<file path="src/verilog/cpuPkg.sv">
// shared encodings for the 16-bit core; word width 16 and 8 registers are fixed by the encoding
package cpuPkg;

   // opcode field, instr[15:11]; any value not listed is illegal
   typedef enum logic [4:0] {
      OpHalt = 5'b00000,
      OpNop  = 5'b00001,
      OpJ    = 5'b00100,   // pc + 1 + sext(imm11)
      OpAddi = 5'b01000,
      OpSubi = 5'b01001,   // rs - imm5
      OpBeqz = 5'b01100,
      OpBnez = 5'b01101,
      OpSt   = 5'b10000,   // mem[rs + imm5] <- rt
      OpLd   = 5'b10001,
      OpSlbi = 5'b10010,   // rs <- (rs << 8) | zext(imm8)
      OpLbi  = 5'b11000,
      OpRfmt = 5'b11011    // add/sub/xor/and picked by func
   } opcodeT;

   // R-format function field, instr[1:0]
   typedef enum logic [1:0] {
      FnAdd = 2'b00,
      FnSub = 2'b01,
      FnXor = 2'b10,
      FnAnd = 2'b11
   } funcT;

   typedef enum logic [2:0] {
      AluAdd,
      AluSub,     // a - b
      AluXor,
      AluAnd,
      AluPassB,   // result is b for lbi
      AluMerge    // (a << 8) | b[7:0] for slbi
   } aluOpT;

   typedef enum logic [1:0] {
      FetchIdle,   // out of reset or halted
      FetchReq,    // request on the bus, buffer empty
      FetchHold    // buffer full, waiting for execute
   } fetchStateT;

endpackage
</file>
<file path="src/verilog/cpuTop.sv">
// two-stage core on one word-addressed bus; memory sits outside, read data valid with memReady
`timescale 1ns/100ps
module cpuTop (
   input  logic        clk,
   input  logic        arstN,
   output logic        memValid,
   output logic        memWrite,
   output logic [15:0] memAddr,
   output logic [15:0] memWdata,
   input  logic        memReady,
   input  logic [15:0] memRdata,
   output logic        halted,   // level, program done
   output logic        err       // illegal opcode seen
);

   logic        fetchValid, fetchReady;
   logic [15:0] fetchAddr;
   logic        instrValid, instrReady;
   logic [15:0] instr, instrPc;
   logic        redirect;
   logic [15:0] redirectPc;
   logic        dataValid, dataWrite, dataReady;
   logic [15:0] dataAddr, dataWdata;

   fetchUnit u_fetchUnit (
      .clk(clk), .arstN(arstN), .halted(halted),
      .redirect(redirect), .redirectPc(redirectPc),
      .fetchValid(fetchValid), .fetchAddr(fetchAddr),
      .fetchReady(fetchReady), .fetchRdata(memRdata),   // shared read data
      .instrValid(instrValid), .instr(instr), .instrPc(instrPc),
      .instrReady(instrReady)
   );

   execStage u_execStage (
      .clk(clk), .arstN(arstN),
      .instrValid(instrValid), .instr(instr), .instrPc(instrPc),
      .instrReady(instrReady),
      .redirect(redirect), .redirectPc(redirectPc),
      .halted(halted), .err(err),
      .dataValid(dataValid), .dataWrite(dataWrite), .dataAddr(dataAddr),
      .dataWdata(dataWdata), .dataReady(dataReady), .dataRdata(memRdata)
   );

   memArbiter u_memArbiter (
      .fetchValid(fetchValid), .fetchAddr(fetchAddr), .fetchReady(fetchReady),
      .dataValid(dataValid), .dataWrite(dataWrite), .dataAddr(dataAddr),
      .dataWdata(dataWdata), .dataReady(dataReady),
      .memValid(memValid), .memWrite(memWrite), .memAddr(memAddr),
      .memWdata(memWdata), .memReady(memReady)
   );

endmodule

</file>
<file path="src/verilog/memArbiter.sv">
// combinational fixed priority, data over fetch; relies on requesters holding a pending request
`timescale 1ns/100ps
module memArbiter (
   input  logic        fetchValid,
   input  logic [15:0] fetchAddr,
   output logic        fetchReady,
   input  logic        dataValid,
   input  logic        dataWrite,
   input  logic [15:0] dataAddr,
   input  logic [15:0] dataWdata,
   output logic        dataReady,
   output logic        memValid,
   output logic        memWrite,
   output logic [15:0] memAddr,
   output logic [15:0] memWdata,
   input  logic        memReady
);

   logic dataGrant;   // data wins whenever it asks

   assign dataGrant = dataValid;

   assign memValid = dataValid | fetchValid;
   assign memWrite = dataGrant & dataWrite;   // fetches are always reads
   assign memAddr  = dataGrant ? dataAddr : fetchAddr;
   assign memWdata = dataWdata;               // don't care on reads

   // ready only to the winner
   assign dataReady  = dataGrant & memReady;
   assign fetchReady = ~dataGrant & fetchValid & memReady;

endmodule

</file>
<file path="src/verilog/fetchUnit.sv">
// one-word prefetch buffer; a new fetch starts only after the buffered word is consumed
`timescale 1ns/100ps
module fetchUnit import cpuPkg::*; (
   input  logic        clk,
   input  logic        arstN,
   input  logic        halted,
   input  logic        redirect,
   input  logic [15:0] redirectPc,
   output logic        fetchValid,
   output logic [15:0] fetchAddr,
   input  logic        fetchReady,
   input  logic [15:0] fetchRdata,
   output logic        instrValid,
   output logic [15:0] instr,
   output logic [15:0] instrPc,
   input  logic        instrReady
);

   fetchStateT  state;
   logic [15:0] pc;        // address of the next word to fetch
   logic [15:0] instrBuf;  // buffered instruction word
   logic [15:0] bufPc;

   // halted masks the request raised in the cycle right after a halt is consumed
   assign fetchValid = (state == FetchReq) & ~halted;
   assign fetchAddr  = pc;
   assign instrValid = (state == FetchHold);   // buffer full
   assign instr      = instrBuf;
   assign instrPc    = bufPc;

   always_ff @(posedge clk or negedge arstN) begin
      if (!arstN) begin
         state <= FetchIdle;
         pc    <= 16'h0000;
      end else if (redirect) begin
         state <= FetchReq;   // buffer dropped, restart at target
         pc    <= redirectPc;
      end else begin
         case (state)
            FetchIdle: if (!halted) state <= FetchReq;
            FetchReq: begin
               if (halted) begin
                  state <= FetchIdle;
               end else if (fetchReady) begin
                  state <= FetchHold;
                  pc    <= pc + 16'd1;
               end
            end
            FetchHold: if (instrReady) state <= FetchReq;   // refill next cycle
            default:   state <= FetchIdle;
         endcase
      end
   end

   always_ff @(posedge clk) begin
      if (fetchValid && fetchReady) begin
         instrBuf <= fetchRdata;
         bufPc    <= pc;
      end
   end

endmodule

</file>
<file path="src/verilog/execStage.sv">
// single-pass execute; ld/st stall the stage until dataReady, halt and illegal opcode freeze it
`timescale 1ns/100ps
module execStage import cpuPkg::*; (
   input  logic        clk,
   input  logic        arstN,
   input  logic        instrValid,
   input  logic [15:0] instr,
   input  logic [15:0] instrPc,
   output logic        instrReady,
   output logic        redirect,
   output logic [15:0] redirectPc,
   output logic        halted,
   output logic        err,
   output logic        dataValid,
   output logic        dataWrite,
   output logic [15:0] dataAddr,
   output logic [15:0] dataWdata,
   input  logic        dataReady,
   input  logic [15:0] dataRdata
);

   logic [15:0] opA, opB, storeData, imm8, imm11, aluResult, wbData;
   logic [2:0]  destReg;
   aluOpT       aluOp;
   logic        regWrite, memRead, memWrite;
   logic        branchZero, branchNonZero, jump, halt, illegal;
   logic        isMem, consume, taken, wbEn;

   decode u_decode (
      .clk(clk), .arstN(arstN), .instr(instr),
      .wbData(wbData), .wbEn(wbEn), .wbSel(destReg),
      .opA(opA), .opB(opB), .storeData(storeData), .destReg(destReg),
      .imm8(imm8), .imm11(imm11), .aluOp(aluOp),
      .regWrite(regWrite), .memRead(memRead), .memWrite(memWrite),
      .branchZero(branchZero), .branchNonZero(branchNonZero),
      .jump(jump), .halt(halt), .illegal(illegal)
   );

   alu u_alu (.op(aluOp), .a(opA), .b(opB), .result(aluResult));

   assign isMem = memRead | memWrite;

   // memory request raised the cycle the instruction shows up
   assign dataValid = instrValid & isMem & ~halted;
   assign dataWrite = memWrite;
   assign dataAddr  = aluResult;   // rs + sext(imm5)
   assign dataWdata = storeData;

   // mem ops wait for the bus, everything else goes in one cycle
   assign instrReady = ~halted & (~isMem | dataReady);
   assign consume    = instrValid & instrReady;

   assign wbEn   = consume & regWrite;   // lands on the consume edge
   assign wbData = memRead ? dataRdata : aluResult;

   // branch test on rs
   assign taken = (branchZero & (opA == 16'h0000)) |
                  (branchNonZero & (opA != 16'h0000)) | jump;
   assign redirect   = consume & taken;
   assign redirectPc = instrPc + 16'd1 + (jump ? imm11 : imm8);

   always_ff @(posedge clk or negedge arstN) begin
      if (!arstN) begin
         halted <= 1'b0;
         err    <= 1'b0;
      end else if (consume & (halt | illegal)) begin
         halted <= 1'b1;      // sticky until reset
         err    <= illegal;
      end
   end

endmodule

</file>
<file path="src/verilog/alu.sv">
// 16-bit combinational alu, no flags; subtraction is a minus b
`timescale 1ns/100ps
module alu import cpuPkg::*; (
   input  aluOpT       op,
   input  logic [15:0] a,
   input  logic [15:0] b,
   output logic [15:0] result
);

   always_comb begin
      case (op)
         AluAdd:   result = a + b;   // also ld/st address
         AluSub:   result = a - b;
         AluXor:   result = a ^ b;
         AluAnd:   result = a & b;
         AluPassB: result = b;
         AluMerge: begin
            // slbi moves the old low byte up and the immediate fills the bottom
            result = {a[7:0], b[7:0]};
         end
         default:  result = 16'h0000;   // unused encodings
      endcase
   end

endmodule

</file>
<file path="src/verilog/decode.sv">
// decode with register read; writeback enters from execute through wbEn/wbSel/wbData
`timescale 1ns/100ps
module decode import cpuPkg::*; (
   input  logic        clk,
   input  logic        arstN,
   input  logic [15:0] instr,
   input  logic [15:0] wbData,
   input  logic        wbEn,
   input  logic [2:0]  wbSel,
   output logic [15:0] opA,         // rs value
   output logic [15:0] opB,         // second alu operand
   output logic [15:0] storeData,   // rt value for st
   output logic [2:0]  destReg,
   output logic [15:0] imm8,
   output logic [15:0] imm11,
   output aluOpT       aluOp,
   output logic        regWrite,
   output logic        memRead,
   output logic        memWrite,
   output logic        branchZero,
   output logic        branchNonZero,
   output logic        jump,
   output logic        halt,
   output logic        illegal
);

   logic [15:0] imm5;
   logic [15:0] rtData;
   logic [1:0]  bSel;
   logic [1:0]  destSel;
   logic        zeroExt;

   // immediates
   assign imm5  = zeroExt ? {11'b0, instr[4:0]} : {{11{instr[4]}}, instr[4:0]};
   assign imm8  = zeroExt ? {8'b0, instr[7:0]} : {{8{instr[7]}}, instr[7:0]};
   assign imm11 = {{5{instr[10]}}, instr[10:0]};   // j only, always signed

   assign destReg = (destSel == 2'd0) ? instr[10:8] :
                    (destSel == 2'd1) ? instr[7:5]  : instr[4:2];

   regFile u_regFile (
      .clk     (clk),
      .arstN   (arstN),
      .rdSelA  (instr[10:8]),
      .rdSelB  (instr[7:5]),
      .wrSel   (wbSel),
      .wrData  (wbData),
      .wrEn    (wbEn),
      .rdDataA (opA),
      .rdDataB (rtData)
   );

   // select code 3 is never decoded and gives zero
   assign opB = (bSel == 2'd0) ? rtData :
                (bSel == 2'd1) ? imm5   :
                (bSel == 2'd2) ? imm8   : 16'h0000;

   assign storeData = rtData;

   controlUnit u_controlUnit (
      .instr         (instr),
      .aluOp         (aluOp),
      .bSel          (bSel),
      .zeroExt       (zeroExt),
      .destSel       (destSel),
      .regWrite      (regWrite),
      .memRead       (memRead),
      .memWrite      (memWrite),
      .branchZero    (branchZero),
      .branchNonZero (branchNonZero),
      .jump          (jump),
      .halt          (halt),
      .illegal       (illegal)
   );

endmodule

</file>
<file path="src/verilog/controlUnit.sv">
// purely combinational decoder; anything outside opcodeT is flagged illegal with no side effects
`timescale 1ns/100ps
module controlUnit import cpuPkg::*; (
   input  logic [15:0] instr,
   output aluOpT       aluOp,
   output logic [1:0]  bSel,      // 0 rt, 1 imm5, 2 imm8
   output logic        zeroExt,   // zero-extend immediates
   output logic [1:0]  destSel,   // 0 rs, 1 rt, 2 rd
   output logic        regWrite,
   output logic        memRead,
   output logic        memWrite,
   output logic        branchZero,
   output logic        branchNonZero,
   output logic        jump,
   output logic        halt,
   output logic        illegal
);

   opcodeT opcode;
   funcT   fn;

   assign opcode = opcodeT'(instr[15:11]);
   assign fn     = funcT'(instr[1:0]);

   always_comb begin
      // defaults describe a nop
      aluOp         = AluAdd;
      bSel          = 2'd0;
      zeroExt       = 1'b0;
      destSel       = 2'd1;
      regWrite      = 1'b0;
      memRead       = 1'b0;
      memWrite      = 1'b0;
      branchZero    = 1'b0;
      branchNonZero = 1'b0;
      jump          = 1'b0;
      halt          = 1'b0;
      illegal       = 1'b0;
      case (opcode)
         OpHalt: halt = 1'b1;
         OpNop:  ;
         OpAddi: begin
            bSel     = 2'd1;
            regWrite = 1'b1;
         end
         OpSubi: begin
            aluOp    = AluSub;
            bSel     = 2'd1;
            regWrite = 1'b1;
         end
         OpRfmt: begin
            destSel  = 2'd2;   // rd in [4:2]
            regWrite = 1'b1;
            case (fn)
               FnAdd: aluOp = AluAdd;
               FnSub: aluOp = AluSub;
               FnXor: aluOp = AluXor;
               FnAnd: aluOp = AluAnd;
            endcase
         end
         OpLbi: begin
            aluOp    = AluPassB;
            bSel     = 2'd2;
            destSel  = 2'd0;
            regWrite = 1'b1;
         end
         OpSlbi: begin
            aluOp    = AluMerge;
            bSel     = 2'd2;
            zeroExt  = 1'b1;   // low byte merged as is
            destSel  = 2'd0;
            regWrite = 1'b1;
         end
         OpLd: begin
            bSel     = 2'd1;   // address = rs + imm5
            regWrite = 1'b1;
            memRead  = 1'b1;
         end
         OpSt: begin
            bSel     = 2'd1;
            memWrite = 1'b1;   // data comes from rt port
         end
         OpBeqz: branchZero    = 1'b1;
         OpBnez: branchNonZero = 1'b1;
         OpJ:    jump          = 1'b1;
         default: illegal = 1'b1;
      endcase
   end

endmodule

</file>
<file path="src/verilog/regFile.sv">
// eight 16-bit registers, combinational reads with no write bypass, async clear to zero
`timescale 1ns/100ps
module regFile (
   input  logic        clk,
   input  logic        arstN,
   input  logic [2:0]  rdSelA,   // rs port
   input  logic [2:0]  rdSelB,   // rt port
   input  logic [2:0]  wrSel,
   input  logic [15:0] wrData,
   input  logic        wrEn,
   output logic [15:0] rdDataA,
   output logic [15:0] rdDataB
);

   logic [15:0] regs [8];   // r0 is a normal register here

   always_ff @(posedge clk or negedge arstN) begin
      if (!arstN) begin
         for (int i = 0; i < 8; i++) begin
            regs[i] <= '0;
         end
      end else if (wrEn) begin
         regs[wrSel] <= wrData;   // new value visible from the next cycle
      end
   end

   assign rdDataA = regs[rdSelA];
   assign rdDataB = regs[rdSelB];

endmodule

</file>
<file path="config.mk">
export PLATFORM = sky130hd
export DESIGN_NAME = cpuTop
export DESIGN_NICKNAME = d
export VERILOG_FILES = /design/src/verilog/cpuPkg.sv /design/src/verilog/cpuTop.sv /design/src/verilog/memArbiter.sv /design/src/verilog/fetchUnit.sv /design/src/verilog/execStage.sv /design/src/verilog/alu.sv /design/src/verilog/decode.sv /design/src/verilog/controlUnit.sv /design/src/verilog/regFile.sv
export SDC_FILE = /design/constraint.sdc
export NUM_CORES = 1
export LEC_CHECK = 0
export BUFFER_PORTS_ARGS = -buffer_cell sky130_fd_sc_hd__buf_2
export CAP_MARGIN = 20
export CORE_MARGIN = 4
export CORE_UTILIZATION = 65
export CTS_BUF_LIST = sky130_fd_sc_hd__clkbuf_4 sky130_fd_sc_hd__clkbuf_8
export CTS_CLUSTER_SIZE = 16
export DETAILED_ROUTE_END_ITERATION = 6
export PLACE_DENSITY = 0.84
export SLEW_MARGIN = 40
export SYNTH_ARGS = -nofsm -noshare
export SYNTH_HDL_FRONTEND = slang
export SYNTH_SLANG_ARGS = --single-unit
</file>
<file path="constraint.sdc">
create_clock -name clk -period 7.7 [get_ports clk]
set_input_delay 0 -clock clk [delete_from_list [all_inputs] [get_ports clk]]
set_output_delay 0 -clock clk [all_outputs]
set_load 0.1 [all_outputs]
</file>
==> results.md, run 1 <==
- Clock latency on the worst-skew pair: 500 ps
- Die X-Extent: 145.5 um
- GRT overflow: 0
- Synth area leader: dfrtp_1
- Post-synth ARST share: slightly above 80%
- Share of layout cells above drive strength 1: between 20% and 30%
- Worst Reg2Reg Path Length in Cells: 16
- Final min period: 6444 ps
- Post-CTS sizing: 0
- Initial antenna violation count: 1
- I/O pin cnt: 55
- PwrDens: 246.4 nW/um^2
- Max_slew headroom: slightly above 40%
- Power Total: 3.282 mW
- Critical path arrival: 6440 ps
- DP HPWL: between 20,000 and 25,000 um
- Htree depth: 4
- Post-synthesis cell count: 1,133
- Hold Slack: 128.7 ps
- Clock buffer count from CTS: 17
- Gpl congestion: between 1 and 1.5
- Global-route usage over all layers: 32.92%
- DIE AREA: 21,170 um^2
- Sequential fraction of the synthesis area: 37.96%
- Die span in y: between 100 and 150 um
- Vias post-DR: just under 10,000
- Post-DRT Antenna Nets: 0
- Reg2reg start: u_fetchUnit.instr[14]
- CTS tree: built
- Most common cell in the netlist: dfrtp_1
- Worst-case clock buffer depth: 2
- Cts-stage hold buffer count: 18
- Critical Path Start: u_fetchUnit.instr[5]
- Final hold violations: 0
- Final setup vio count: 0
- Post-CTS Setup Inserts: 0
- Worst-path fanout max: 17
- Hold Crit Class: primary input to async pin
- Setup TNS: 0 ps
- Layout fillers: 1,311
- Slew Limit Fails: 0
- Seq cells post-synth: 180
- Area share of the largest cell type after synthesis: 30.14%
- Ranking of synthesized cells by area: dfrtp_1 (30%), mux2_2 (13%), mux4_2 (9.7%)
- Initial drt markers: 1,122
- Core area: approximately 19,000 um^2
- Number of global-route vias before repair: 9,681
- DR pass1 iterations: 6
- Synthesized area: 12,290 um^2
- Post-Syn Area per Cell: 10.85 um^2
- Final Skew: between 20 and 25 ps
- Clock Pin Slew Worst Setup and Hold Paths: 120 ps
- Pin count of the biggest net entering global routing: 89
- Port-buffer cells: between 50 and 60
- Yosys cell types: 80
- Most used flip-flop cell after synthesis: dfrtp_1
- FF-to-FF End: u_execStage.u_decode.u_regFile.regs[85]
- Root Buffer: clkbuf_8
- Startpoint types: flop
- Total wire length: about 35,000 um
- Least-Margin Pin Slew: 883.4 ps
- Ys Warns: 0
- DRC viols: 0
- Max-cap violations: 0
- WL/cell: around 24 um
- Status: completed
- Grt met2 use: around half
- Ratio of final minimum period to clock period: between 80% and 90%
- Via density: 6.859
- Setup CP Type: flop to primary output
- Met1 usage: 46.19%
- Fmax achieved: about 160 MHz
- Initial Utilization: 65.92%
- First-pass GRT wire length: ~55,000 um
- EDFF count, synth: 32
- CTS sink cnt: 180
- CP required: 7700 ps
- RSZ-0062 raised after global routing: false
- Layer with the highest usage: met2
- Synth top cells by count: dfrtp_1 (148), mux2_2 (137), nand2_1 (103)
- Pleak: approximately 6.3 nW
- Final net count: roughly 1,200
- R2R Setup Slk: ~1800 ps
- Peak VDD IR: 0.1510 mV
- Worst setup path end: memAddr[15]
- CP Capture Type: primary output
- Met3 Resource Use GR: 5.948%
- Total nets after synthesis: 1,202
- Row cnt: 50
- Inserted Diodes: 0
- Layout area overhead: 8.379%
[worst min-delay path by stage]
stage	from	endpoint	slack [ps]	depth (start not counted)
6_report	arstN	u_fetchUnit.state[1]	130	2
3_5_place_dp	arstN	u_fetchUnit.state[1]	130	1
4_1_cts	arstN	u_fetchUnit.state[1]	170	2
2_1_floorplan	arstN	u_execStage.err	-300	0
3_3_place_gp	arstN	u_fetchUnit.state[0]	120	1
5_1_grt	arstN	u_fetchUnit.state[0]	200	2
[area by class of cell]
cell class / instances / area [um^2] / share of cell area [%]
repair buffers: 91 / 605.6 / 4.547
inverters: 34 / 127.6 / 0.9582
clock buffers: 19 / 255.2 / 1.916
multi-input cells: 856 / 7219 / 54.20
well taps: 234 / 292.8 / 2.198
flip-flops and latches: 180 / 4664 / 35.02
clock inverters: 13 / 153.9 / 1.155
[power by group]
part	total, mW	internal, mW	leakage, nW	switching [mW]
registers	1.22	1.09	2.31	0.127
clock network	0.687	0.285	0.207	0.401
logic	1.38	0.452	3.76	0.927
total	3.28	1.83	6.27	1.46
[logic make-up (layout without fill, tap and decap cells)]
kind of cell / Yosys count / count (layout) / share of synthesized area [%]
multiplexers: 237 / 237 / 26.33
adder cells (fa/ha/maj): 50 / 50 / 5.213
buffers and inverters: 97 / 157 / 3.441
AO/OA/AOI/OAI: 226 / 226 / 12.12
XOR/XNOR: 47 / 47 / 3.350
AND/OR/NAND/NOR: 296 / 296 / 11.60
flip-flops: 180 / 180 / 37.96
[layer usage]
| layer | up-vias | wire (um) |
|---|---|---|
| met2 | 555 | 16410 |
| met4 | 0 | 1189 |
| li1 | 4336 | - |
| met5 | - | 0 |
| met1 | 4805 | 13950 |
| met3 | 92 | 3252 |
[cells in the final DEF (no fill, tap or decap), types with 8 or more instances in the layout]
cell type	instances
xor2_1	17
dlygate4sd3_1	18
buf_4	18
mux4_2	53
nor3_1	13
nor2_1	76
nand2_1	102
inv_1	32
a21oi_1	42
xnor2_1	30
o31ai_1	8
nor2b_1	13
nand2b_1	19
clkbuf_8	19
mux2i_1	45
edfxtp_1	32
o21ai_0	66
buf_2	53
dfrtp_1	148
ha_1	48
nand3_1	15
a22oi_1	9
o21a_1	10
mux2_2	137
[state kept, by name (all words and copies together), names as in the netlist]
signal / flops
u_execStage.err: 1
u_fetchUnit.instr: 16
u_execStage.u_decode.u_regFile.regs: 128
u_fetchUnit.fetchAddr: 16
u_execStage.halted: 1
u_fetchUnit.instrPc: 16
u_fetchUnit.state: 2
[critical path: stages (launching register included)]
cell and delay [ps]:
edfxtp_1 900, buf_4 400, buf_4 310, inv_2 140, a221oi_1 230, a22oi_1 190
or4_4 570, nor3_1 300, a41o_1 260, nand2_1 80, xnor2_1 130, ha_1 370
a2111oi_0 500, a31oi_1 210, a21o_1 210, a21oi_1 170, xnor2_1 150, a21oi_2 150
o21ai_1 170, buf_2 450
[through the flow]
| step | cell area (um^2) | setup WS (ps) | cells | util, % |
|---|---|---|---|---|
| after floorplan | 12300 | 551.8 | 1133 | - |
| after global placement | 12720 | 2134 | 1377 | 68.23 |
| after detailed placement | 12720 | 1944 | 1377 | 68.24 |
| after CTS | 13310 | 1306 | 1427 | 71.40 |
| after global routing | 13320 | 802.8 | 1427 | 71.44 |
| final | 13320 | 1256 | 1427 | 71.44 |
No activity file was read; power rests on OpenSTA's default activity.
==> run 2, diff against run 1 <==
--- a/config.mk
+++ b/config.mk
@@ -8,11 +8,11 @@
 export BUFFER_PORTS_ARGS = -buffer_cell sky130_fd_sc_hd__buf_2
 export CAP_MARGIN = 20
 export CORE_MARGIN = 4
-export CORE_UTILIZATION = 65
+export CORE_UTILIZATION = 58
 export CTS_BUF_LIST = sky130_fd_sc_hd__clkbuf_4 sky130_fd_sc_hd__clkbuf_8
 export CTS_CLUSTER_SIZE = 16
 export DETAILED_ROUTE_END_ITERATION = 6
-export PLACE_DENSITY = 0.84
+export PLACE_DENSITY = 0.79
 export SLEW_MARGIN = 40
 export SYNTH_ARGS = -nofsm -noshare
 export SYNTH_HDL_FRONTEND = slang
==> constraint.sdc (replaced) <==
create_clock -name clk -period 5.5 [get_ports clk]
set_input_delay 0 -clock clk [delete_from_list [all_inputs] [get_ports clk]]
set_output_delay 0 -clock clk [all_outputs]
set_load 0.1 [all_outputs]
==> run 2 against run 1 <==
Net effect: count of clock-buffer cells in the layout decreased by 1; first-iteration DRC count down 20%; total power up 44%; wire length increased by 3.0%; design area rose by 3.8%; via count increased by 1.6%; combinational power grew 49%.
==> results.md, run 2 (same netlist as run 1, synthesis figures left out) <==
- Status: completed
- Final setup vio count: 0
- DRC viols: 0
- Hold Slack: 235.4 ps
- Most common library cell in the layout ignoring fill and taps: dfrtp_1
- CP max stage delay: 600 ps
- Least-Margin Pin Slew: ~850 ps
- Initial Utilization: 59.77%
- Max reg flops: 128
- Critical-path cell list: buf_12, mux4_2, o41ai_1, a22oi_1, or4_4, nor3_2, a41o_1, nand2_1, xnor2_1, ha_1, a2111oi_1, a31oi_1, a21o_1, a21oi_1, xnor2_1, a21oi_4, o21ai_4, buf_12
- Max-cap violations: 0
- Global-route usage over all layers: a little under a third
- Critical path arrival: 5330 ps
- Final hold violations: 0
- Pin count of the biggest net entering global routing: 110
- Crit path max-delay cell type: or4_4
- Total wire length: 35,860 um
- Row cnt: 52
- Port-buffer cells: 54
- CTS tree: built
- Slew Limit Fails: 0
- Setup TNS: 0 ps
- Final net count: 1,280
- Clock latency on the worst-skew pair: about 500 ps
- Hold Crit Class: primary input to flop
- Max_slew headroom: 43.30%
- Share of layout cells above drive strength 1: 29.66%
- GRT overflow: 0
- Largest Register: u_execStage.u_decode.u_regFile.regs
- Final Skew: 16.65 ps
- Inserted Diodes: 0
- I/O pin cnt: 55
- Root Buffer: clkbuf_8
- Clock buffer count from CTS: 17
- Power Total: 4.721 mW
- Pleak: 6.467 nW
- Peak VDD IR: 0.2494 mV
- Startpoint types: flop
- PwrDens: 341.5 nW/um^2
- DP HPWL: 25,920 um
- WL/cell: 24.00 um
- CTS sink cnt: between 150 and 200
- CP required: between 5000 and 6000 ps
- Commonest non-fill, non-tap cells in the layout: dfrtp_1 (148), mux2_2 (137), nand2_1 (100)
- Vias post-DR: between 9,000 and 10,000
- Die X-Extent: approximately 150 um
- Setup CP Type: flop to primary output
- Initial antenna violation count: 0
- Final min period: 5335 ps
- Fmax achieved: 187.4 MHz
- Ratio of final minimum period to clock period: 97.00%
- Placed Area: 13,080 um^2
- Htree depth: 4
- Initial drt markers: between 800 and 900
- Core area: between 20,000 and 25,000 um^2
- Design area: 13,830 um^2
- Final Util: 67.25%
- CP Capture Type: primary output
- DR pass1 iterations: 5
- Worst-path fanout max: 26
- Die span in y: 153.6 um
- Gpl congestion: 0.9913
- DIE AREA: 23,580 um^2
- Worst-case clock buffer depth: 2
- Post-DRT Antenna Nets: 0
- Layout area overhead: 12.50%
- Via density: ~6.7
- Layout fillers: 1,560
- Number of global-route vias before repair: slightly below 10,000
- RSZ-0062 raised after global routing: true
- Clock Pin Slew Worst Setup and Hold Paths: 110 ps
- First-pass GRT wire length: 56,050 um
run 2: changes by cell type in the layout (fill, tap and decap cells not counted), sizes merged:
cell,change
buf,+31
clkbuf,-2
clkinv,-2
inv,+2
clkinvlp,+1
dlygate4sd3,+1
run 2: power by group:
part / switching, mW / internal, mW
logic: 1.35 / 0.715
registers: 0.166 / 1.53
clock network: 0.572 / 0.393
run 2: repair_timing:
item                                    CTS  global route
setup buffers                             7             2
gates resized for setup                   2            11
hold buffers                             18             1
pin swaps                                 0             2
hold endpoints to repair                133            28
endpoints found under the setup margin    2            17
run 2: path summary, 6_finish.rpt:
path                                             from  depth (start not counted)  slack (ps)                                       to
worst max-delay path             u_fetchUnit.instr[6]                         18         170                              memAddr[15]
worst min register to register        u_execStage.err                          1         520                          u_execStage.err
min in group asynchronous                       arstN                          3         510   u_execStage.u_decode.u_regFile.regs[3]
worst min-delay path                      memRdata[8]                          2         240                     u_fetchUnit.instr[8]
worst max register to register  u_fetchUnit.instr[11]                         17         460  u_execStage.u_decode.u_regFile.regs[21]
max in group asynchronous                       arstN                          4        4120                 u_fetchUnit.fetchAddr[2]
run 2: critical path, delay by kind of cell (launching register included):
family	cells	cell delay, ps
AO/OA/AOI/OAI	9	1820
multiplexers	1	560
flip-flops	1	390
AND/OR/NAND/NOR	3	910
XOR/XNOR	2	320
buffers and inverters	2	410
adder cells (fa/ha/maj)	1	390
run 2: through the flow:
step | cells | setup slack, ps
finish | 1494 | 165.0
global route | 1494 | -38.78
CTS | 1490 | 14.24
detailed placement | 1433 | 249.0
global placement | 1431 | 328.9
floorplan | 1133 | 29.40
run 2: layout make-up:
| class | instances | area, um^2 | area share, % |
|---|---|---|---|
| clock inverters | 14 | 152.6 | 1.104 |
| flip-flops and latches | 180 | 4664 | 33.74 |
| well taps | 270 | 337.8 | 2.443 |
| inverters | 34 | 127.6 | 0.9231 |
| repair buffers | 122 | 980.9 | 7.095 |
| multi-input cells | 856 | 7315 | 52.90 |
| clock buffers | 18 | 247.7 | 1.792 |
run 2: per-layer routing:
layer / track usage, % / vias to the layer above / part of all wire (%)
li1: - / 4386 / -
met1: 41.29 / 4930 / 40
met2: 49.15 / 536 / 48
met3: 5.396 / 94 / 8.1
met4: 11.44 / 0 / 3.6
met5: 0 / - / 0
